File: src/fifo_geom_pkg.sv
package fifo_geom_pkg;

  // --------------------------------------------------
  // Storage geometry
  // --------------------------------------------------

  // Number of storage slots
  localparam int Depth = 8;

  // Bits per data word
  localparam int Width = 16;

  // Slot address bits
  localparam int AddrWidth = $clog2(Depth);

  // Enough bits to hold 0 through Depth inclusive
  localparam int CountWidth = $clog2(Depth + 1);

  // --------------------------------------------------
  // Vector types
  // --------------------------------------------------

  typedef logic [Width-1:0]      data_t;
  typedef logic [AddrWidth-1:0]  addr_t;
  typedef logic [CountWidth-1:0] count_t;

endpackage

File: src/fifo_flow_pkg.sv
package fifo_flow_pkg;

  // Credit pool size follows the storage depth
  import fifo_geom_pkg::*;

  // --------------------------------------------------
  // Credit flow control
  // --------------------------------------------------

  // Wide enough to hold Depth credits
  localparam int CreditWidth = $clog2(Depth + 1);

  // Credit count on either side of the push interface
  typedef logic [CreditWidth-1:0] credit_t;

endpackage

File: src/fifo_ram.sv
`timescale 1ns/1ps

module fifo_ram import fifo_geom_pkg::*; (
  input  logic  clk,

  // Write port
  input  logic  wr_en,
  input  addr_t wr_addr,
  input  data_t wr_data,

  // Read port, zero latency
  input  addr_t rd_addr,
  output data_t rd_data
);

  // --------------------------------------------------
  // Storage array
  // --------------------------------------------------

  // Payload only, contents are don't care until written
  data_t mem [Depth];

  // Synchronous write
  // New word visible to the read port on the next cycle
  always_ff @(posedge clk) begin
    if (wr_en) begin
      mem[wr_addr] <= wr_data;
    end
  end

  // --------------------------------------------------
  // Read path
  // --------------------------------------------------

  // Combinational read of the addressed slot
  // Same-slot write this cycle still returns the old word
  assign rd_data = mem[rd_addr];

endmodule

File: src/fifo_push_ctrl.sv
`timescale 1ns/1ps

module fifo_push_ctrl import fifo_geom_pkg::*, fifo_flow_pkg::*; (
  input  logic  clk,
  input  logic  rst,

  // Credit-based push side
  input  logic  push_valid,
  input  data_t push_data,
  output logic  credit_return,

  // Bypass offer towards the pop controller
  output logic  bypass_valid,
  output data_t bypass_data,
  input  logic  bypass_ready,

  // Handshakes shared with the pop controller
  output logic  ram_push,
  input  logic  ram_pop,

  // Storage write port
  output logic  wr_en,
  output addr_t wr_addr,
  output data_t wr_data,

  // Sticky error flag
  output logic  overflow
);

  // --------------------------------------------------
  // Push steering
  // --------------------------------------------------

  // Free slots in storage
  credit_t slots;

  // Push that cannot go through the bypass path
  logic    need_store;
  logic    drop;
  logic    bypass_taken;

  // Every push is offered to the pop side first
  assign bypass_valid = push_valid;
  assign bypass_data  = push_data;
  assign bypass_taken = push_valid && bypass_ready;

  // Not taken by bypass, so it must land in storage
  assign need_store = push_valid && !bypass_ready;
  assign ram_push   = need_store && (slots != '0);
  // No room left, word is lost
  assign drop       = need_store && (slots == '0);

  assign wr_en   = ram_push;
  assign wr_data = push_data;

  // --------------------------------------------------
  // Write address
  // --------------------------------------------------

  // Wraps at Depth so a non power of two depth also works
  always_ff @(posedge clk) begin
    if (rst) begin
      wr_addr <= '0;
    end else if (ram_push) begin
      if (wr_addr == addr_t'(Depth - 1)) wr_addr <= '0;
      else wr_addr <= wr_addr + 1'b1;
    end
  end

  // --------------------------------------------------
  // Slot tracking and credit return
  // --------------------------------------------------

  // Starts full of free slots, simultaneous push and pop cancel
  always_ff @(posedge clk) begin
    if (rst) begin
      slots <= credit_t'(Depth);
    end else if (ram_push && !ram_pop) begin
      slots <= slots - 1'b1;
    end else if (!ram_push && ram_pop) begin
      slots <= slots + 1'b1;
    end
  end

  // One pulse per word leaving the FIFO, one cycle late
  // Bypass and storage pops are exclusive in a cycle
  always_ff @(posedge clk) begin
    if (rst) credit_return <= 1'b0;
    else credit_return <= ram_pop || bypass_taken;
  end

  // Sticky until reset
  always_ff @(posedge clk) begin
    if (rst) overflow <= 1'b0;
    else if (drop) overflow <= 1'b1;
  end

endmodule

File: src/fifo_pop_ctrl.sv
`timescale 1ns/1ps

module fifo_pop_ctrl import fifo_geom_pkg::*; (
  input  logic   clk,
  input  logic   rst,

  // Ready/valid pop side
  input  logic   pop_ready,
  output logic   pop_valid,
  output data_t  pop_data,

  // Bypass offer from the push controller
  input  logic   bypass_valid,
  input  data_t  bypass_data,
  output logic   bypass_ready,

  // Storage read port
  output addr_t  rd_addr,
  input  data_t  rd_data,

  // Handshakes shared with the push controller
  input  logic   ram_push,
  output logic   ram_pop,

  // Status
  output logic   empty,
  output count_t items
);

  // --------------------------------------------------
  // Pop handshake
  // --------------------------------------------------

  logic   pop;
  count_t items_next;
  logic   empty_next;

  assign pop = pop_valid && pop_ready;

  // Bypass only while storage holds nothing
  assign bypass_ready = empty && pop_ready;

  // Head of storage, or the live push when empty
  // In bypass, valid follows the sender directly
  assign pop_valid = !empty || bypass_valid;
  assign pop_data  = empty ? bypass_data : rd_data;

  // Only non-bypass pops consume a stored word
  assign ram_pop = pop && !empty;

  // --------------------------------------------------
  // Read address
  // --------------------------------------------------

  // Points at the oldest stored word
  always_ff @(posedge clk) begin
    if (rst) begin
      rd_addr <= '0;
    end else if (ram_pop) begin
      if (rd_addr == addr_t'(Depth - 1)) rd_addr <= '0;
      else rd_addr <= rd_addr + 1'b1;
    end
  end

  // --------------------------------------------------
  // Item count
  // --------------------------------------------------

  // Push and pop together leave the count unchanged
  always_comb begin
    items_next = items;
    if (ram_push && !ram_pop) items_next = items + 1'b1;
    else if (!ram_push && ram_pop) items_next = items - 1'b1;
  end

  assign empty_next = (items_next == '0);

  // Load only on storage activity
  // Bypassed words never touch these
  always_ff @(posedge clk) begin
    if (rst) begin
      items <= '0;
      empty <= 1'b1;
    end else if (ram_push || ram_pop) begin
      items <= items_next;
      empty <= empty_next;
    end
  end

endmodule

File: src/fifo_credit_top.sv
`timescale 1ns/1ps

module fifo_credit_top import fifo_geom_pkg::*; (
  input  logic   clk,
  input  logic   rst,

  // Credit-based push side
  input  logic   push_valid,
  input  data_t  push_data,
  output logic   credit_return,

  // Ready/valid pop side
  input  logic   pop_ready,
  output logic   pop_valid,
  output data_t  pop_data,

  // Status
  output logic   empty,
  output count_t items,
  output logic   overflow
);

  // --------------------------------------------------
  // Internal wiring
  // --------------------------------------------------

  // Bypass path
  logic  bypass_valid;
  data_t bypass_data;
  logic  bypass_ready;

  // Storage activity
  logic  ram_push;
  logic  ram_pop;

  // Storage ports
  logic  wr_en;
  addr_t wr_addr;
  data_t wr_data;
  addr_t rd_addr;
  data_t rd_data;

  // Input side
  fifo_push_ctrl u_push (
    .clk, .rst,
    .push_valid, .push_data, .credit_return,
    .bypass_valid, .bypass_data, .bypass_ready,
    .ram_push, .ram_pop,
    .wr_en, .wr_addr, .wr_data,
    .overflow
  );

  // Flop storage
  fifo_ram u_ram (
    .clk,
    .wr_en, .wr_addr, .wr_data,
    .rd_addr, .rd_data
  );

  // Output side
  fifo_pop_ctrl u_pop (
    .clk, .rst,
    .pop_ready, .pop_valid, .pop_data,
    .bypass_valid, .bypass_data, .bypass_ready,
    .rd_addr, .rd_data,
    .ram_push, .ram_pop,
    .empty, .items
  );

endmodule

File: config.mk
export PLATFORM = sky130hd
export DESIGN_NAME = fifo_credit_top
export DESIGN_NICKNAME = d
export VERILOG_FILES = /design/src/fifo_geom_pkg.sv /design/src/fifo_flow_pkg.sv /design/src/fifo_ram.sv /design/src/fifo_push_ctrl.sv /design/src/fifo_pop_ctrl.sv /design/src/fifo_credit_top.sv
export SDC_FILE = /design/constraint.sdc
export NUM_CORES = 1
export LEC_CHECK = 0
export ABC_AREA = 1
export BUFFER_PORTS_ARGS = -buffer_cell sky130_fd_sc_hd__buf_2
export CAP_MARGIN = 15
export CORE_MARGIN = 3
export CORE_UTILIZATION = 65
export CTS_CLUSTER_SIZE = 10
export DETAILED_ROUTE_END_ITERATION = 8
export GPL_TIMING_DRIVEN = 0
export PLACE_DENSITY = 0.81
export SYNTH_ARGS = -nofsm -noshare
export SYNTH_HDL_FRONTEND = slang
export SYNTH_HIERARCHICAL = 1
export SYNTH_SLANG_ARGS = --single-unit
File: constraint.sdc
create_clock -name clk -period 6 [get_ports clk]
set_input_delay 0.6 -clock clk [delete_from_list [all_inputs] [get_ports clk]]
set_output_delay 0.6 -clock clk [all_outputs]
set_load 0.01 [all_outputs]
# After elaboration in Yosys (flattened, before gate mapping)

Memory sizes are Yosys's and may differ from the RTL's. A register that Yosys moved wholly into a read port is not among the register bits.
Index checks and enable logic that the tools add are counted.

Register bits after elaboration: 17
Bits in latches: 0
Memory bits (writable): 128
ROM bits: 0
Bits of input ports: 20
Output and inout port bits: 24
Word-level logic and storage cells: 47
Memories kept: 1

$add $sub $neg: 6
Multiply operators: 0
Div/mod/pow operators: 0
Order comparisons: 0
Equality and inequality tests: 2
Shifts and indexed selects: 0
Multiplexer cells: 11
Bitwise gates (word level): 0
Reductions and logical operators: 20

Memory list:

| name      | depth | bits a word | rd ports | clocked after memory_dff | wr ports | RTL line       | source |
|---|---|---|---|---|---|---|---|
| u_ram.mem | 8     | 16          | 1        | 1                        | 1        | fifo_ram.sv:21 | `data_t mem [Depth];` |

Operator list:

| operator              | count |
|---|---|
| $mux W16              | 1 |
| $mux W4               | 4 |
| $mux W3               | 4 |
| $logic_and A1 B1 Y1   | 9 |
| $add A4 B1 Y4 const B | 2 |
| $logic_not A4 Y1      | 2 |
| $sub A4 B1 Y4 const B | 2 |
| $add A3 B1 Y3 const B | 2 |
| $eq A3 B3 Y1 const B  | 2 |
| $logic_not A1 Y1      | 4 |
| $reduce_bool A4 Y1    | 1 |
| $logic_or A1 B1 Y1    | 3 |
| $mux W1               | 2 |
| $reduce_bool A2 Y1    | 1 |

# Logic depth before layout (Yosys ltp)

Word-level depth: 9
Mapped depth: 16
Gate-level depth less buffers: 14

# Cells and area by module

The synthesis kept the hierarchy.

Modules (own cells, without submodules):

| module         | times used | cells an instance | area each (um2) | sequential area each (um2) |
|---|---|---|---|---|
| fifo_ram       | 1          | 571               | 5669.2          | 3843.7 |
| fifo_push_ctrl | 1          | 99                | 754.5           | 180.2 |
| fifo_pop_ctrl  | 1          | 127               | 734.5           | 160.2 |

# Worst setup path after synthesis

OpenSTA, ideal clock, no wires.

Kind: reg2reg
From: register u_pop.empty
To: memory u_ram/mem[1][0] (netlist name), enable pin
Library setup time: 388 ps
Arrival: 2055 ps
Required time: 5612 ps
Setup slack: 3557 ps
Stages on the path, launching flop included: 11
Buffers on the path: 3
Clock period less this slack: 2443 ps
Path through: dfxtp_1 > buf_6 > buf_2 > nand2_1 > inv_1 > nor2_1 > nand2_2 > inv_4 > buf_4 > nand2_1 > nor2_1

Cells in the longest elaborated chain, start to end: 6

RTL lines:

| item                          | RTL line              | source |
|---|---|---|
| start: declaration            | fifo_pop_ctrl.sv:26   | `output logic empty,` |
| start signal: assignment      | fifo_pop_ctrl.sv:86   | `empty <= empty_next;` |
| $logic_and A1 B1 Y1           | fifo_pop_ctrl.sv:41   | `assign bypass_ready = empty && pop_ready;` |
| named net bypass_ready        | fifo_credit_top.sv:30 | `logic bypass_ready;` |
| $logic_not A1 Y1              | fifo_push_ctrl.sv:48  | `assign need_store = push_valid && !bypass_ready;` |
| $logic_and A1 B1 Y1           | fifo_push_ctrl.sv:48  |  |
| $logic_and A1 B1 Y1           | fifo_push_ctrl.sv:49  | `assign ram_push = need_store && (slots != '0);` |
| named net ram_push            | fifo_credit_top.sv:33 | `logic ram_push;` |
| $mux W1                       | fifo_ram.sv:26        | `if (wr_en) begin` |
| $mux W1 (not written as such) | fifo_ram.sv:27        | `mem[wr_addr] <= wr_data;` |
| end: declaration              | fifo_ram.sv:21        |  |

The timed path passes the listed nets, and every way through them passes these cells.

==> out/summary.txt <==
core area = 10500 um2
Worst-path clk slew = 60 ps
DRT Pass-1 Iters = 6
Hold WC Path Type = input port to flip-flop
Mean Syn Cell Area = 8.98 um2
CTS sink cnt = 145
number of port buffers = 27
GRT Total Usage = 0.276
Synth Warn # = 6
Final Setup Violations = 0
worst reg2reg setup slack = 3340 ps
die width = 111 um
Leakage Power = 3.90 nW
WL/cell = 16.4 um
DP Wirelength = 11000 um
CP bufs+invs = 3
R2R Path End = u_ram/mem[4][13]
Final Wtd Congestion = 0.805
drt via density = 5.37
Seq cells post-synth = 145
met2 WL = 8470 um
post-synthesis cell count = 797
Slew @ Worst Pin = 595 ps
number of cells on the critical path = 10
Post-Route M1 WL = 6150 um
PostCTS Resize Cnt = 0
outcome = finished clean
Post-Place Cell Area = 7590 um2
ys async rst share = 0
nets@finish = 880
top cells by area, synth = edfxtp_1, nand2_1, inv_1
non-filler cells, final = 1000
Post-synth EDFFs = 128
Power Dens Cells = 319 nW/um2
Max-Slew Margin vs Limit = 0.604
number of DRC violations after detailed-routing iteration 0 = 464
Top cell by count, worst path = nand2_1
required time worst endpoint = 5400 ps
Post CTS Setup Buffer Count = 0
Clock Path Buffers = 2
Die Ht = 111 um
H-tree depth = 4
Place WS = 3320 ps
Clock Skew = 8.12 ps
Critical Path Source = u_pop/rd_addr[0]
area occupied by multi-input gates = 1970 um2
Antenna Nets Post-Route = 0
TNS Setup = 0 ps
Worst path max stage delay = 440 ps
placed cells = 968
row cnt = 37
MaxCap Viol Count = 0
Net Count, Synth = 826
Initial Utilization = 0.681
# hold bufs at CTS = 0
register area = 4180 um2
Slew Limit Fails = 0
crit path launch type = flip-flop
vias in the first global route = 5412
Achievable Freq = 0.373 GHz
antenna violations before repair = 0
DR vias = 5365
Power Total = 2.60 mW
Hold Fails Final Rpt = 0
Worst path slowest cell = dfxtp_1
Top delay family on crit path = buffers and inverters
number of inserted diodes = 0
pin count of the biggest net entering global routing = 17
I/O Pins = 44
Filler Cell Count = 686
Peak VDD IR = 0.216 mV
total die area = 12300 um2
Worst Setup Slack, final = 3320 ps
synth unique cells = 30
Synth Cell Area = 7160 um2
root buf cell = clkbuf_8
Clock Latency Late Sink = 530 ps
Routed WL = 16400 um
cells on worst reg2reg path = 11
final hold slack = 295 ps
RSZ-0062 raised after global routing = false
DR top layer = met4
Layout area overhead = 13.9%
worst setup path endpoint = pop_data[6]
worst path cell trace = buf_4, buf_4, nand2_1, nand3_1, nand2_1, nand2_1, nand2_1, nand2_1, nand2_1, buf_2
Critical R2R Launch = u_pop/empty
CP Class = flip-flop to primary output
CTS tree = done
Core Util, Final = 0.776
post-synthesis sequential area ratio = 0.585
critical path arrival = 2080 ps
first-pass GRT wire length = 26200 um
post-synthesis cell type with the largest combined area = edfxtp_1
most frequent cells in the layout = nand2_1, inv_1, edfxtp_1
commonest non-fill, non-tap cell in the layout = nand2_1
# DRC = 0
minimum period implied by the final worst setup slack = 2680 ps
CP max FO = 10
Num CTS Buffers = 17
gr ovfl total = 0
endpoint type of the worst setup path = primary output
share of cells above drive strength 1 = 0.178
fin crit share = 0.447
post-synth top area share = 0.537
cell area after layout = 8150 um2
Main synth FF type = edfxtp_1
met3 wire length = 1250 um
## cell usage after synthesis (3+ instances only)
cell and number:
nor2_1 21, inv_1 147, dfxtp_1 17, inv_2 3, buf_4 38, ha_1 9, nand2_2 6, nand3_1 74
edfxtp_1 128, buf_2 13, nand2_1 294, o21ai_0 4, a21oi_1 14, buf_6 8
## layer usage
layer,vias to the layer above,GRT usage
li1,2560,-
met1,2500,0.313
met2,257,0.496
met3,48,0.0524
met4,0,0.140
met5,-,0
## cell families (layout without fill, tap and decap cells)
logic type	Yosys count	count (layout)	synth area share
compound gates	21	21	0.0164
xor+xnor	2	2	0.00245
simple gates	407	407	0.238
fa+ha+maj	9	9	0.0157
buf+inv	213	280	0.143
flops	145	145	0.585
## state kept, by name, indices dropped and copies added, names as in the netlist
signal	count
u_pop/empty	1
u_pop/items	4
u_ram/mem	128
u_push/slots	4
u_push/overflow	1
u_push/wr_addr	3
u_pop/rd_addr	3
u_push/credit_return	1
## worst min-delay path by stage
stage | cells past startpoint | slack (ps) | endpoint | start
after floorplan | 2 | 460 | u_pop/rd_addr[2] | u_pop/rd_addr[2]
after global placement | 2 | 450 | u_push/overflow | u_push/overflow
after detailed placement | 2 | 460 | u_push/overflow | u_push/overflow
after CTS | 1 | 280 | u_ram/mem[3][2] | push_data[2]
after global routing | 1 | 280 | u_ram/mem[1][2] | push_data[2]
final | 2 | 290 | u_push/wr_addr[1] | rst
## area by class of cell
cell class / instances / area share
Sequential cell: 145 / 0.513
Multi-Input combinational cell: 439 / 0.242
Inverter: 152 / 0.0706
Clock buffer: 22 / 0.0595
Buffer: 61 / 0.0549
Timing Repair Buffer: 35 / 0.0299
Tap cell: 136 / 0.0209
Clock inverter: 10 / 0.00921
## power breakdown
group | internal [mW] | leakage, nW | total [mW] | switching (mW)
combinational | 0.162 | 2.34 | 0.455 | 0.294
sequential | 1.15 | 1.30 | 1.18 | 0.0312
clock | 0.570 | 0.264 | 0.966 | 0.397
(Power assumes the default switching activity.)
